### src/design/rv_cfg.svh
`ifndef RV_CFG_SVH
`define RV_CFG_SVH

// Data and address width
`define RV_XLEN 32

// Architectural register file
`define RV_NREGS 32
`define RV_REG_W 5

// First fetch address out of reset
`define RV_RESET_PC 32'h0000_0000

`endif
### src/design/rv_pkg.sv
package rv_pkg;

    // Major opcodes of the supported RV32I subset
    typedef enum logic [6:0] {
        op_lui    = 7'b0110111,
        op_imm    = 7'b0010011,
        op_reg    = 7'b0110011,
        op_load   = 7'b0000011,
        op_store  = 7'b0100011,
        op_branch = 7'b1100011
    } opcode_e;

    // Bit 3 mirrors funct7[5], bits 2:0 mirror funct3
    typedef enum logic [3:0] {
        alu_add  = 4'b0000,
        alu_sll  = 4'b0001,
        alu_slt  = 4'b0010,
        alu_sltu = 4'b0011,
        alu_xor  = 4'b0100,
        alu_srl  = 4'b0101,
        alu_or   = 4'b0110,
        alu_and  = 4'b0111,
        alu_sub  = 4'b1000,
        alu_sra  = 4'b1101
    } alu_op_e;

    // Same encoding as the branch funct3
    typedef enum logic [2:0] {
        br_eq  = 3'b000,
        br_ne  = 3'b001,
        br_lt  = 3'b100,
        br_ge  = 3'b101,
        br_ltu = 3'b110,
        br_geu = 3'b111
    } br_op_e;

    typedef enum logic [1:0] {
        wb_alu  = 2'd0,
        wb_load = 2'd1,
        wb_imm  = 2'd2
    } wb_sel_e;

    // All zero is a bubble
    typedef struct packed {
        alu_op_e alu_op;
        logic    use_imm;
        logic    branch;
        br_op_e  br_op;
        logic    mem_read;
        logic    mem_write;
        wb_sel_e wb_sel;
        logic    reg_write;
        logic    uses_rs1;
        logic    uses_rs2;
    } ctrl_t;

endpackage

### src/design/rv_fwd_if.sv
`timescale 1ns/1ps
`include "rv_cfg.svh"

interface rv_fwd_if;

    // Producer sitting in MEM
    logic [`RV_REG_W-1:0] mem_rd;
    logic                 mem_wr;
    logic                 mem_is_load;
    logic [`RV_XLEN-1:0]  mem_value;

    // Producer sitting in WB
    logic [`RV_REG_W-1:0] wb_rd;
    logic                 wb_wr;
    logic [`RV_XLEN-1:0]  wb_value;

    modport src (
        output mem_rd, mem_wr, mem_is_load, mem_value,
        output wb_rd, wb_wr, wb_value
    );

    modport exe (
        input mem_rd, mem_wr, mem_is_load, mem_value,
        input wb_rd, wb_wr, wb_value
    );

endinterface

### src/design/rv_pipeline.sv
`timescale 1ns/1ps
`include "rv_cfg.svh"

module rv_pipeline (
    input  logic                clk,
    input  logic                i_arst_n,
    input  logic [`RV_XLEN-1:0] i_imem_data,
    input  logic                i_imem_resp,
    input  logic [`RV_XLEN-1:0] i_dmem_rdata,
    input  logic                i_dmem_resp,
    output logic [`RV_XLEN-1:0] o_imem_addr,
    output logic                o_imem_rd,
    output logic [`RV_XLEN-1:0] o_dmem_addr,
    output logic [`RV_XLEN-1:0] o_dmem_wdata,
    output logic                o_dmem_rd,
    output logic                o_dmem_wr
);

    logic [`RV_XLEN-1:0]  pc_q;
    logic [`RV_XLEN-1:0]  id_instr, id_pc, id_imm, id_rs1_val, id_rs2_val;
    logic [`RV_REG_W-1:0] id_rs1, id_rs2, id_rd;
    rv_pkg::ctrl_t        id_ctrl;
    logic [`RV_XLEN-1:0]  ex_pc, ex_imm, ex_rs1_val, ex_rs2_val;
    logic [`RV_REG_W-1:0] ex_rs1, ex_rs2, ex_rd;
    rv_pkg::ctrl_t        ex_ctrl;
    logic [`RV_XLEN-1:0]  ex_result, ex_store_data, ex_target;
    logic                 ex_taken;
    logic [`RV_XLEN-1:0]  mem_alu, mem_store, mem_imm, mem_value;
    logic [`RV_REG_W-1:0] mem_rd;
    rv_pkg::ctrl_t        mem_ctrl;
    logic [`RV_XLEN-1:0]  wb_result, wb_load, wb_value;
    logic [`RV_REG_W-1:0] wb_rd;
    rv_pkg::ctrl_t        wb_ctrl;
    logic                 rf_we;
    logic                 load_pc, load_id, load_ex, load_mem, load_wb;
    logic                 flush_id, flush_ex, bubble_mem;

    rv_fwd_if fwd ();

    assign o_imem_addr = pc_q;
    assign o_imem_rd   = 1'b1;

    // Control state, cleared to bubbles
    always_ff @(posedge clk or negedge i_arst_n) begin
        if (!i_arst_n) begin
            pc_q     <= `RV_RESET_PC;
            id_instr <= '0;
            ex_ctrl  <= '0;
            mem_ctrl <= '0;
            wb_ctrl  <= '0;
        end else begin
            if (load_pc) begin
                pc_q <= ex_taken ? ex_target : pc_q + `RV_XLEN'(4);
            end
            if (load_id) begin
                id_instr <= flush_id ? '0 : i_imem_data;
            end
            if (load_ex) begin
                ex_ctrl <= flush_ex ? '0 : id_ctrl;
            end
            if (load_mem) begin
                mem_ctrl <= bubble_mem ? '0 : ex_ctrl;
            end
            if (load_wb) begin
                wb_ctrl <= mem_ctrl;
            end
        end
    end

    always_ff @(posedge clk) begin
        if (load_id) begin
            id_pc <= pc_q;
        end
        if (load_ex) begin
            ex_pc      <= id_pc;
            ex_rs1     <= id_rs1;
            ex_rs2     <= id_rs2;
            ex_rd      <= id_rd;
            ex_imm     <= id_imm;
            ex_rs1_val <= id_rs1_val;
            ex_rs2_val <= id_rs2_val;
        end else if (rf_we) begin
            // Held EX operands pick up the write retiring from WB
            if (wb_rd == ex_rs1) begin
                ex_rs1_val <= wb_value;
            end
            if (wb_rd == ex_rs2) begin
                ex_rs2_val <= wb_value;
            end
        end
        if (load_mem) begin
            mem_rd    <= ex_rd;
            mem_alu   <= ex_result;
            mem_store <= ex_store_data;
            mem_imm   <= ex_imm;
        end
        if (load_wb) begin
            wb_rd     <= mem_rd;
            wb_result <= mem_value;
            wb_load   <= i_dmem_rdata;
        end
    end

    rv_decode u_decode (
        .i_instr (id_instr),
        .o_ctrl  (id_ctrl),
        .o_rs1   (id_rs1),
        .o_rs2   (id_rs2),
        .o_rd    (id_rd),
        .o_imm   (id_imm)
    );

    assign rf_we = wb_ctrl.reg_write && load_wb && wb_rd != '0;

    rv_regfile u_regfile (
        .clk       (clk),
        .i_arst_n  (i_arst_n),
        .i_we      (rf_we),
        .i_waddr   (wb_rd),
        .i_wdata   (wb_value),
        .i_raddr_a (id_rs1),
        .i_raddr_b (id_rs2),
        .o_rdata_a (id_rs1_val),
        .o_rdata_b (id_rs2_val)
    );

    rv_execute u_execute (
        .i_ctrl       (ex_ctrl),
        .i_pc         (ex_pc),
        .i_rs1        (ex_rs1),
        .i_rs2        (ex_rs2),
        .i_rs1_val    (ex_rs1_val),
        .i_rs2_val    (ex_rs2_val),
        .i_imm        (ex_imm),
        .fwd          (fwd),
        .o_result     (ex_result),
        .o_store_data (ex_store_data),
        .o_taken      (ex_taken),
        .o_target     (ex_target)
    );

    rv_hazard u_hazard (
        .clk          (clk),
        .i_arst_n     (i_arst_n),
        .i_ex_rs1     (ex_rs1),
        .i_ex_rs2     (ex_rs2),
        .i_ex_ctrl    (ex_ctrl),
        .i_taken      (ex_taken),
        .i_imem_resp  (i_imem_resp),
        .i_dmem_req   (o_dmem_rd || o_dmem_wr),
        .i_dmem_resp  (i_dmem_resp),
        .fwd          (fwd),
        .o_load_pc    (load_pc),
        .o_load_id    (load_id),
        .o_load_ex    (load_ex),
        .o_load_mem   (load_mem),
        .o_load_wb    (load_wb),
        .o_flush_id   (flush_id),
        .o_flush_ex   (flush_ex),
        .o_bubble_mem (bubble_mem)
    );

    // MEM stage and data port
    assign mem_value    = (mem_ctrl.wb_sel == rv_pkg::wb_imm) ? mem_imm : mem_alu;
    assign o_dmem_addr  = {mem_alu[`RV_XLEN-1:2], 2'b00};
    assign o_dmem_wdata = mem_store;
    assign o_dmem_rd    = mem_ctrl.mem_read;
    assign o_dmem_wr    = mem_ctrl.mem_write;

    assign wb_value = (wb_ctrl.wb_sel == rv_pkg::wb_load) ? wb_load : wb_result;

    assign fwd.mem_rd      = mem_rd;
    assign fwd.mem_wr      = mem_ctrl.reg_write;
    assign fwd.mem_is_load = mem_ctrl.mem_read;
    assign fwd.mem_value   = mem_value;
    assign fwd.wb_rd       = wb_rd;
    assign fwd.wb_wr       = wb_ctrl.reg_write;
    assign fwd.wb_value    = wb_value;

    // Data request holds until answered
    a_dmem_hold: assert property (@(posedge clk) disable iff (!i_arst_n)
        (o_dmem_rd || o_dmem_wr) && !i_dmem_resp |=>
        $stable(o_dmem_addr) && $stable(o_dmem_wdata) &&
        $stable(o_dmem_rd) && $stable(o_dmem_wr));

endmodule

### src/design/rv_hazard.sv
`timescale 1ns/1ps
`include "rv_cfg.svh"

module rv_hazard (
    input  logic                 clk,
    input  logic                 i_arst_n,
    input  logic [`RV_REG_W-1:0] i_ex_rs1,
    input  logic [`RV_REG_W-1:0] i_ex_rs2,
    input  rv_pkg::ctrl_t        i_ex_ctrl,
    input  logic                 i_taken,
    input  logic                 i_imem_resp,
    input  logic                 i_dmem_req,
    input  logic                 i_dmem_resp,
    rv_fwd_if.exe                fwd,
    output logic                 o_load_pc,
    output logic                 o_load_id,
    output logic                 o_load_ex,
    output logic                 o_load_mem,
    output logic                 o_load_wb,
    output logic                 o_flush_id,
    output logic                 o_flush_ex,
    output logic                 o_bubble_mem
);

    logic mem_wait;
    logic raw_load;
    logic load_use;
    logic bubbled_q;

    // Either memory still owes an answer
    assign mem_wait = !i_imem_resp || (i_dmem_req && !i_dmem_resp);

    // EX needs a value the load in MEM has not returned
    assign raw_load = fwd.mem_is_load && fwd.mem_rd != '0 &&
                      ((i_ex_ctrl.uses_rs1 && i_ex_rs1 == fwd.mem_rd) ||
                       (i_ex_ctrl.uses_rs2 && i_ex_rs2 == fwd.mem_rd));
    assign load_use = raw_load && !bubbled_q;

    always_ff @(posedge clk or negedge i_arst_n) begin
        if (!i_arst_n) begin
            bubbled_q <= 1'b0;
        end else if (!mem_wait) begin
            bubbled_q <= load_use;
        end
    end

    assign o_load_mem   = !mem_wait;
    assign o_load_wb    = !mem_wait;
    assign o_load_pc    = !mem_wait && !load_use;
    assign o_load_id    = o_load_pc;
    assign o_load_ex    = o_load_pc;
    assign o_bubble_mem = load_use;

    // Branch outcome only counts once its operands are valid
    assign o_flush_id = i_taken && o_load_pc;
    assign o_flush_ex = o_flush_id;

    // Flush never lands on a frozen front end, and EX is empty afterwards
    a_flush_clean: assert property (@(posedge clk) disable iff (!i_arst_n)
        o_flush_id |-> !mem_wait ##1 !i_taken);

endmodule

### src/design/rv_execute.sv
`timescale 1ns/1ps
`include "rv_cfg.svh"

module rv_execute (
    input  rv_pkg::ctrl_t        i_ctrl,
    input  logic [`RV_XLEN-1:0]  i_pc,
    input  logic [`RV_REG_W-1:0] i_rs1,
    input  logic [`RV_REG_W-1:0] i_rs2,
    input  logic [`RV_XLEN-1:0]  i_rs1_val,
    input  logic [`RV_XLEN-1:0]  i_rs2_val,
    input  logic [`RV_XLEN-1:0]  i_imm,
    rv_fwd_if.exe                fwd,
    output logic [`RV_XLEN-1:0]  o_result,
    output logic [`RV_XLEN-1:0]  o_store_data,
    output logic                 o_taken,
    output logic [`RV_XLEN-1:0]  o_target
);

    logic [`RV_XLEN-1:0] op_a;
    logic [`RV_XLEN-1:0] op_b;
    logic [`RV_XLEN-1:0] alu_b;
    logic                cmp_hit;

    // MEM beats WB; a load in MEM has no data yet
    function automatic logic [`RV_XLEN-1:0] fwd_value(
        input logic [`RV_REG_W-1:0] idx,
        input logic [`RV_XLEN-1:0]  rf_val
    );
        logic [`RV_XLEN-1:0] val;
        val = rf_val;
        if (idx != '0) begin
            if (fwd.mem_wr && !fwd.mem_is_load && fwd.mem_rd == idx) begin
                val = fwd.mem_value;
            end else if (fwd.wb_wr && fwd.wb_rd == idx) begin
                val = fwd.wb_value;
            end
        end
        return val;
    endfunction

    always_comb begin
        op_a = fwd_value(i_rs1, i_rs1_val);
        op_b = fwd_value(i_rs2, i_rs2_val);
    end

    assign alu_b = i_ctrl.use_imm ? i_imm : op_b;

    always_comb begin
        o_result = '0;
        case (i_ctrl.alu_op)
            rv_pkg::alu_sub:  o_result = op_a - alu_b;
            rv_pkg::alu_sll:  o_result = op_a << alu_b[4:0];
            rv_pkg::alu_slt:  o_result[0] = $signed(op_a) < $signed(alu_b);
            rv_pkg::alu_sltu: o_result[0] = op_a < alu_b;
            rv_pkg::alu_xor:  o_result = op_a ^ alu_b;
            rv_pkg::alu_srl:  o_result = op_a >> alu_b[4:0];
            rv_pkg::alu_sra:  o_result = $signed(op_a) >>> alu_b[4:0];
            rv_pkg::alu_or:   o_result = op_a | alu_b;
            rv_pkg::alu_and:  o_result = op_a & alu_b;
            default:          o_result = op_a + alu_b;
        endcase
    end

    // Branch compare on forwarded registers, never on the immediate
    always_comb begin
        case (i_ctrl.br_op)
            rv_pkg::br_eq:  cmp_hit = op_a == op_b;
            rv_pkg::br_ne:  cmp_hit = op_a != op_b;
            rv_pkg::br_lt:  cmp_hit = $signed(op_a) < $signed(op_b);
            rv_pkg::br_ge:  cmp_hit = $signed(op_a) >= $signed(op_b);
            rv_pkg::br_ltu: cmp_hit = op_a < op_b;
            rv_pkg::br_geu: cmp_hit = op_a >= op_b;
            default:        cmp_hit = 1'b0;
        endcase
    end

    assign o_taken      = i_ctrl.branch && cmp_hit;
    assign o_target     = i_pc + i_imm;
    assign o_store_data = op_b;

endmodule

### src/design/rv_regfile.sv
`timescale 1ns/1ps
`include "rv_cfg.svh"

module rv_regfile (
    input  logic                 clk,
    input  logic                 i_arst_n,
    input  logic                 i_we,
    input  logic [`RV_REG_W-1:0] i_waddr,
    input  logic [`RV_XLEN-1:0]  i_wdata,
    input  logic [`RV_REG_W-1:0] i_raddr_a,
    input  logic [`RV_REG_W-1:0] i_raddr_b,
    output logic [`RV_XLEN-1:0]  o_rdata_a,
    output logic [`RV_XLEN-1:0]  o_rdata_b
);

    logic [`RV_XLEN-1:0] regs [`RV_NREGS];

    always_ff @(posedge clk or negedge i_arst_n) begin
        if (!i_arst_n) begin
            for (int i = 0; i < `RV_NREGS; i++) begin
                regs[i] <= '0;
            end
        end else if (i_we && i_waddr != '0) begin
            regs[i_waddr] <= i_wdata;
        end
    end

    // x0 reads zero, a write in flight is seen at once
    assign o_rdata_a = (i_raddr_a == '0) ? '0 :
                       (i_we && i_raddr_a == i_waddr) ? i_wdata : regs[i_raddr_a];
    assign o_rdata_b = (i_raddr_b == '0) ? '0 :
                       (i_we && i_raddr_b == i_waddr) ? i_wdata : regs[i_raddr_b];

endmodule

### src/design/rv_decode.sv
`timescale 1ns/1ps
`include "rv_cfg.svh"

module rv_decode (
    input  logic [`RV_XLEN-1:0]  i_instr,
    output rv_pkg::ctrl_t        o_ctrl,
    output logic [`RV_REG_W-1:0] o_rs1,
    output logic [`RV_REG_W-1:0] o_rs2,
    output logic [`RV_REG_W-1:0] o_rd,
    output logic [`RV_XLEN-1:0]  o_imm
);

    rv_pkg::opcode_e     opcode;
    logic [2:0]          funct3;
    logic                f7_alt;
    logic [`RV_XLEN-1:0] imm_i;
    logic [`RV_XLEN-1:0] imm_s;
    logic [`RV_XLEN-1:0] imm_b;
    logic [`RV_XLEN-1:0] imm_u;

    assign opcode = rv_pkg::opcode_e'(i_instr[6:0]);
    assign funct3 = i_instr[14:12];
    assign f7_alt = i_instr[30];

    assign o_rs1 = i_instr[19:15];
    assign o_rs2 = i_instr[24:20];
    assign o_rd  = i_instr[11:7];

    // Sign extended immediates by format
    assign imm_i = {{20{i_instr[31]}}, i_instr[31:20]};
    assign imm_s = {{20{i_instr[31]}}, i_instr[31:25], i_instr[11:7]};
    assign imm_b = {{19{i_instr[31]}}, i_instr[31], i_instr[7], i_instr[30:25],
                    i_instr[11:8], 1'b0};
    assign imm_u = {i_instr[31:12], 12'b0};

    always_comb begin
        o_ctrl = '0;
        o_imm  = imm_i;
        case (opcode)
            rv_pkg::op_lui: begin
                o_ctrl.wb_sel    = rv_pkg::wb_imm;
                o_ctrl.reg_write = 1'b1;
                o_imm            = imm_u;
            end
            rv_pkg::op_imm: begin
                // Only SRAI carries the funct7 alternate bit
                o_ctrl.alu_op    = rv_pkg::alu_op_e'({(funct3 == 3'b101) && f7_alt, funct3});
                o_ctrl.use_imm   = 1'b1;
                o_ctrl.reg_write = 1'b1;
                o_ctrl.uses_rs1  = 1'b1;
            end
            rv_pkg::op_reg: begin
                o_ctrl.alu_op    = rv_pkg::alu_op_e'({(funct3 == 3'b000 || funct3 == 3'b101)
                                                      && f7_alt, funct3});
                o_ctrl.reg_write = 1'b1;
                o_ctrl.uses_rs1  = 1'b1;
                o_ctrl.uses_rs2  = 1'b1;
            end
            rv_pkg::op_load: begin
                // Word access only
                if (funct3 == 3'b010) begin
                    o_ctrl.use_imm   = 1'b1;
                    o_ctrl.mem_read  = 1'b1;
                    o_ctrl.wb_sel    = rv_pkg::wb_load;
                    o_ctrl.reg_write = 1'b1;
                    o_ctrl.uses_rs1  = 1'b1;
                end
            end
            rv_pkg::op_store: begin
                if (funct3 == 3'b010) begin
                    o_ctrl.use_imm   = 1'b1;
                    o_ctrl.mem_write = 1'b1;
                    o_ctrl.uses_rs1  = 1'b1;
                    o_ctrl.uses_rs2  = 1'b1;
                end
                o_imm = imm_s;
            end
            rv_pkg::op_branch: begin
                // funct3 010 and 011 are reserved
                if (funct3[2:1] != 2'b01) begin
                    o_ctrl.branch   = 1'b1;
                    o_ctrl.br_op    = rv_pkg::br_op_e'(funct3);
                    o_ctrl.uses_rs1 = 1'b1;
                    o_ctrl.uses_rs2 = 1'b1;
                end
                o_imm = imm_b;
            end
            default: ;
        endcase
    end

    a_rw_excl: assert final (!(o_ctrl.mem_read && o_ctrl.mem_write));

endmodule

### config.mk
export PLATFORM = sky130hd
export DESIGN_NAME = rv_pipeline
export DESIGN_NICKNAME = d
export VERILOG_FILES = /design/src/design/rv_pkg.sv /design/src/design/rv_fwd_if.sv /design/src/design/rv_pipeline.sv /design/src/design/rv_hazard.sv /design/src/design/rv_execute.sv /design/src/design/rv_regfile.sv /design/src/design/rv_decode.sv
export VERILOG_INCLUDE_DIRS = /design/src /design/src/design
export SDC_FILE = /design/constraint.sdc
export NUM_CORES = 2
export LEC_CHECK = 0
export BUFFER_PORTS_ARGS = -buffer_cell sky130_fd_sc_hd__buf_2
export CORE_ASPECT_RATIO = 1.2
export CORE_MARGIN = 4
export CORE_UTILIZATION = 60
export DETAILED_ROUTE_END_ITERATION = 7
export PLACE_DENSITY_LB_ADDON = 0.1
export SKIP_LAST_GASP = 1
export SYNTH_ARGS = -nofsm -noshare
export SYNTH_HDL_FRONTEND = slang
export SYNTH_SLANG_ARGS = --single-unit
### constraint.sdc
create_clock -name clk -period 13.3 [get_ports clk]
set_input_delay 1.33 -clock clk [delete_from_list [all_inputs] [get_ports clk]]
set_output_delay 1.33 -clock clk [all_outputs]
set_load 0.02 [all_outputs]
Word-level counts from Yosys, hierarchy flattened. Cells that the tools add are included.

Register bits: 1458. Bits of input ports: 68.

$add $sub $neg: 4. Magnitude comparators: 10. Equal/unequal tests: 35. Shift operators: 3. Mux-type cells: 50. Bitwise logic cells: 6. Reductions and logical operators: 49.

Operators with widths (number): bitwise mux 1024 bit (1); 2-to-1 mux 32 bit (26); binary-select mux 32 bit (select 5 bit) (2); case mux 31 bit (8 select lines) (1); demux 32 bit (select 5 bit) (1); less-than comparator 32 bit (4); case mux 31 bit (3 select lines) (1); adder 32 bit (2); >= comparator 32 bit (2); equality test 5 bit (8); adder 32 x 3 -> 32 bit, second input constant (1); bitwise AND 32 bit (1); equality test 32 bit (1); != test 32 bit (1); OR 32 bit (1); left shift 32 x 5 -> 32 bit (1); >> shifter 32 x 5 -> 32 bit (1); >>> shifter 32 x 5 -> 32 bit (1); subtractor 32 bit (1); bitwise XOR 32 bit (1); logical AND 1 bit (22); equality test 7 x 6 -> 1 bit, second input constant (3); nonzero test 5 bit (4); >= comparator 6 bit, second input constant (3); other kinds (36) (67).

Longest topological paths before layout.
Depth after elaboration: 10. Mapped depth: 26.

Modules after synthesis. From an unflattened synthesis, not the netlist that was laid out.

Cell total of the unflattened synthesis: 7128. Area, all modules: 85428.2 um^2.

Modules (own cells, without submodules): rv_regfile (times used 1, cells each 3815, area each 54826.3 um^2, sequential area each 25624.6 um^2); rv_pipeline (times used 1, cells each 1123, area each 16590.9 um^2, sequential area each 12562.0 um^2); rv_execute (times used 1, cells each 2062, area each 13073.8 um^2, sequential area each 0.0 um^2); rv_decode (times used 1, cells each 95, area each 690.7 um^2, sequential area each 0.0 um^2); rv_hazard (times used 1, cells each 33, area each 246.5 um^2, sequential area each 25.0 um^2).

Worst setup path after synthesis. OpenSTA, ideal clock, no wires.

Kind: input -> register. Start: input port i_dmem_resp. End: register ex_imm[0] (enable). Setup time: 0.518 ns. Arrival time: 9.318 ns. Data required time: 12.782 ns. Setup slack: 3.464 ns. Cell stages on the path: 6. Path buffers: 2. Cells stage by stage: o21ai_1 inv_1 nand2_1 inv_2 clkbuf_1 buf_1.

Longest elaborated chain between the ends: 5.

RTL lines: start: declaration (RTL line rv_pipeline.sv:10) `input logic i_dmem_resp,`; zero test 1 bit (RTL line rv_hazard.sv:31) `assign mem_wait = !i_imem_resp || (i_dmem_req && !i_dmem_resp);`; logical AND 1 bit (RTL line rv_hazard.sv:31); logical OR 1 bit (RTL line rv_hazard.sv:31); zero test 1 bit; logical AND 1 bit (RTL line rv_hazard.sv:49) `assign o_load_pc = !mem_wait && !load_use;`; named net load_ex (RTL line rv_pipeline.sv:35) `logic load_pc, load_id, load_ex, load_mem, load_wb;`; end signal: assignment (RTL line rv_pipeline.sv:79) `ex_imm <= id_imm;`; end: declaration (RTL line rv_pipeline.sv:23) `` logic [`RV_XLEN-1:0] ex_pc, ex_imm, ex_rs1_val, ex_rs2_val; ``.

The timed path passes the listed nets, and every way through them passes these cells. A chain may end at the register's enable or synchronous reset.

Worst setup path in the final report.
Start: register wb_ctrl[4] (netlist bit). End: register mem_alu[31] (data pin).

Longest elaborated chain between the ends: 8. Elaborated cells on any way between the ends: 18.

RTL lines: start: declaration (RTL line rv_pipeline.sv:33) `rv_pkg::ctrl_t wb_ctrl;`; start signal: assignment (RTL line rv_pipeline.sv:65) `wb_ctrl <= mem_ctrl;`; equality test 2 x 1 -> 1 bit (*) (RTL line rv_pipeline.sv:170) `assign wb_value = (wb_ctrl.wb_sel == rv_pkg::wb_load) ? wb_load : wb_result;`; 2-to-1 mux 32 bit (*) (RTL line rv_pipeline.sv:170); 2-to-1 mux 32 bit (RTL line rv_execute.sv:34) `end else if (fwd.wb_wr && fwd.wb_rd == idx) begin`; 2-to-1 mux 32 bit (RTL line rv_execute.sv:32) `if (fwd.mem_wr && !fwd.mem_is_load && fwd.mem_rd == idx) begin`; 2-to-1 mux 32 bit (RTL line rv_execute.sv:31) `if (idx != '0) begin`; 2-to-1 mux 32 bit (RTL line rv_execute.sv:46) `assign alu_b = i_ctrl.use_imm ? i_imm : op_b;`; adder 32 bit (tied with other cells) (RTL line rv_execute.sv:60) `default: o_result = op_a + alu_b;`; case mux 31 bit (8 select lines) (*) (RTL line rv_execute.sv:50) `case (i_ctrl.alu_op)`; named net ex_result[31] (RTL line rv_pipeline.sv:26) `` logic [`RV_XLEN-1:0] ex_result, ex_store_data, ex_target; ``; end signal: assignment (RTL line rv_pipeline.sv:93) `mem_alu <= ex_result;`; end: declaration (RTL line rv_pipeline.sv:28) `` logic [`RV_XLEN-1:0] mem_alu, mem_store, mem_imm, mem_value; ``.

Mark *: on every way through the listed nets, which the timed path passes. The rest lies on a longest branch.

==> run metrics <==
Top Layer Used met5; reg-to-reg endpoint mem_alu[31]$_DFFE_PN_; antenna violations before repair 11; met2 wire len between 100000 and 150000 um; #FFs+latches synth between 1000 and 1500; clk buf depth 3; total power 11.2 mW; syn_area_per_cell 11.0 sq um; power per cell area 128 mW/mm^2; met1 WL 102000 um; commonest cells in the netlist 1293 x nor2_1, 1215 x a21oi_1, 1113 x dfrtp_1; number of buffers created by CTS 148; vias 61858; DRT Pass-1 Iters 8; synthesized instance count approximately 7300; root buffer cell clkbuf_16; Routed wire per std cell 30.6 um; critical path class register to register; Required @ worst endpoint approximately 14 ns; CP Data Arrival Time 8.73 ns; initial core utilization 60.4%; hold path depth 0; maximum vdd ir drop 0.132 mV; Leakage 37.3 nW; Final Hold Viols 0; Die Width around 340 um; die height 410 um; max_slew headroom between 10 and 15%; Mapped Area 0.0807 sq mm; detailed placement HPWL 176000 um; crit path max fanout 35; core area 0.134 sq mm; CTS sink count ~1500; post-synth top area share 34.5%; count of different cell masters after synthesis 82; Final GP Congestion approximately 1.0; drt initial violations 7451; CTS resizes 0; Worst Setup End Kind register; Post-synth EDFFs 345; vias in the first global route just over 60000; total track usage between 30% and 40%; met3 WL 24900 um; HP Class register to register; Hold Path End u_regfile.regs[1019]$_DFFE_PN0P_; Rows 147; I/O Buffers roughly 160; register area share after synthesis 47.3%; Worst Max-Slew Pin Slew 1.31 ns; f_max 122 MHz; crit path time final 8.22 ns; DRC Markers 0; Fill cells 10248; Synth Warn # 0; global-route wire length before repair 403000 um; Area contributors post-synth dfrtp_1 34%, mux4_2 18%, edfxtp_1 13%; final net count roughly 7300; status finished, final reports clean; Vias/cell roughly 6.9; max_cap viols 0; Clock Skew 0.0308 ns; Post-synth top flop dfrtp_1; share of layout cells above drive strength 1 18.8%; RSZ-0062 raised after global routing false; Setup Buffers After CTS 0; startpoint types register; sum of negative setup slack 0 ns; CTS clock-pin slew for the worst setup and hold paths 0.06 ns; CTS H-Tree Depth 4; die area 0.141 sq mm; pin count of the biggest net entering global routing 174; Worst-Skew Late Latency 0.81 ns; Final Setup Violations 0; total congestion overflow 0; hold_buf cts 0; Worst Reg-to-Reg Cells 17; origin of the worst min-delay path u_regfile.regs[1019]$_DFFE_PN0P_; IO Count 167; post-route ant nets 0; Total Wirelength about 280000 um; area leader, netlist dfrtp_1; area grow syn2layout 8.98%; CTS tree built; Max Slew Vio Count 0; RR Startpoint wb_ctrl[4]$_DFFE_PN0N_; post-route clock period utilization 61.8%; top-count cell post-synth nor2_1; Reg2Reg Setup Slack between 5 and 6 ns; Post-synth ARST share 76.3%
[registers in the layout, indices dropped and copies added (netlist names), 2 cells and up]
| signal | cells |
|---|---|
| ex_ctrl | 16 |
| ex_imm | 32 |
| ex_pc | 32 |
| ex_rd | 5 |
| ex_rs1 | 5 |
| ex_rs1_val | 32 |
| ex_rs2 | 5 |
| ex_rs2_val | 32 |
| fwd.mem_rd | 5 |
| fwd.wb_rd | 5 |
| id_instr | 32 |
| id_pc | 32 |
| mem_alu | 32 |
| mem_ctrl | 2 |
| mem_imm | 32 |
| o_dmem_wdata | 32 |
| o_imem_addr | 32 |
| u_regfile.regs | 1024 |
| wb_ctrl | 2 |
| wb_load | 32 |
| wb_result | 32 |
[critical path, cell delays in order, from the launching register on]
cell and delay (ns):
dfrtp_1 0.42, nor2b_4 0.64, buf_4 0.76, mux2i_4 1.02, o22ai_1 0.20, a22oi_1 0.43, o21ai_0 0.27, ha_1 0.48
nor4_1 1.08, nand2_1 0.40, o311ai_0 0.78, a31o_2 0.32, a311o_1 0.21, a21oi_1 0.09, a21oi_1 0.19, xnor2_1 0.09
a2111oi_0 0.42, a21oi_1 0.08
[routing by layer]
layer	vias up	GRT usage (%)
met5	-	0
met4	2	24.0
met3	868	7.69
met2	3322	60.5
met1	31241	52.0
li1	26425	-
[kinds of logic (layout without fill, tap and decap cells)]
family          count (synthesis)  count (layout)  synth area share [%]
fa+ha+maj                     164             164                  2.57
flops                        1458            1458                  47.3
buf+inv                       894             759                  4.50
compound gates               1914            1914                  13.7
other cells                     2              14               0.00930
mux                           907             907                  21.2
xor+xnor                       84              84                 0.911
simple gates                 1913            1913                  9.75
[layout make-up]
| class | count | area [sq um] | share of cell area, % |
|---|---|---|---|
| sequential | 1458 | 38300 | 43.5 |
| multi-input combinational | 4985 | 39700 | 45.1 |
| tap | 1788 | 2240 | 2.54 |
| clock buffer | 197 | 4180 | 4.75 |
| antenna | 11 | 27.5 | 0.0313 |
| clock inverter | 74 | 965 | 1.10 |
| timing repair buffer | 301 | 1950 | 2.22 |
| inverter | 187 | 714 | 0.812 |
[through the flow]
step | utilization, % | instances | worst slack [ns] | hold WS (ns) | instance area (sq um)
2_1_floorplan | - | 7337 | 3.46 | 0.400 | 80700
3_3_place_gp | 61.9 | 8719 | 5.35 | 0.376 | 82800
3_5_place_dp | 61.9 | 8719 | 5.28 | 0.383 | 82800
4_1_cts | 65.8 | 8990 | 5.25 | 0.397 | 88000
5_1_grt | 65.8 | 8991 | 4.73 | 0.407 | 88000
6_report | 65.8 | 9001 | 5.08 | 0.397 | 88000
[cells in the final DEF, fill, tap and decap left out, drive strengths merged, types with 9 or more instances in the layout]
cell     synthesis  final
dfrtp         1113   1113
a22oi           40     40
bufinv           0     16
mux2i          238    238
buf            157    301
a21o            58     58
ha             161    161
nor2b           29     29
nand2          285    285
mux2            29     29
and3            19     19
diode            0     11
nor3            64     64
o21a            12     12
a221o           28     28
xor2            29     29
nor2          1293   1293
a211oi          49     49
a221oi          28     28
edfxtp         345    345
a31oi           28     28
a2111oi          9      9
clkinv           0     43
a21oi         1215   1215
or3             13     13
nand4           19     19
o21ai          171    171
a22o            17     17
or2             12     12
xnor2           55     55
clkbuf         550    197
o221ai          16     16
mux4           640    640
nor4            31     31
o22ai          119    119
nand3           97     97
o21bai          18     18
inv            187    197
o211ai          31     31
nand2b          26     26
[report_power, final]
part	internal (mW)	switching, mW
Combinational	0.638	1.17
Clock	2.55	1.87
Sequential	4.80	0.218
Total	7.99	3.26
[worst max-delay path by stage]
stage	from	end	slack (ns)
final	wb_ctrl[4]$_DFFE_PN0N_	mem_alu[31]$_DFFE_PN_	5.08
after global routing	wb_ctrl[4]$_DFFE_PN0N_	mem_alu[28]$_DFFE_PN_	4.73
after floorplan	i_dmem_resp	ex_imm[0]$_DFFE_PP_	3.46
after global placement	wb_ctrl[4]$_DFFE_PN0N_	mem_alu[31]$_DFFE_PN_	5.35
after detailed placement	wb_ctrl[4]$_DFFE_PN0N_	mem_alu[28]$_DFFE_PN_	5.28
after CTS	wb_ctrl[4]$_DFFE_PN0N_	mem_alu[28]$_DFFE_PN_	5.25
Power figures use the tool's default switching activity.
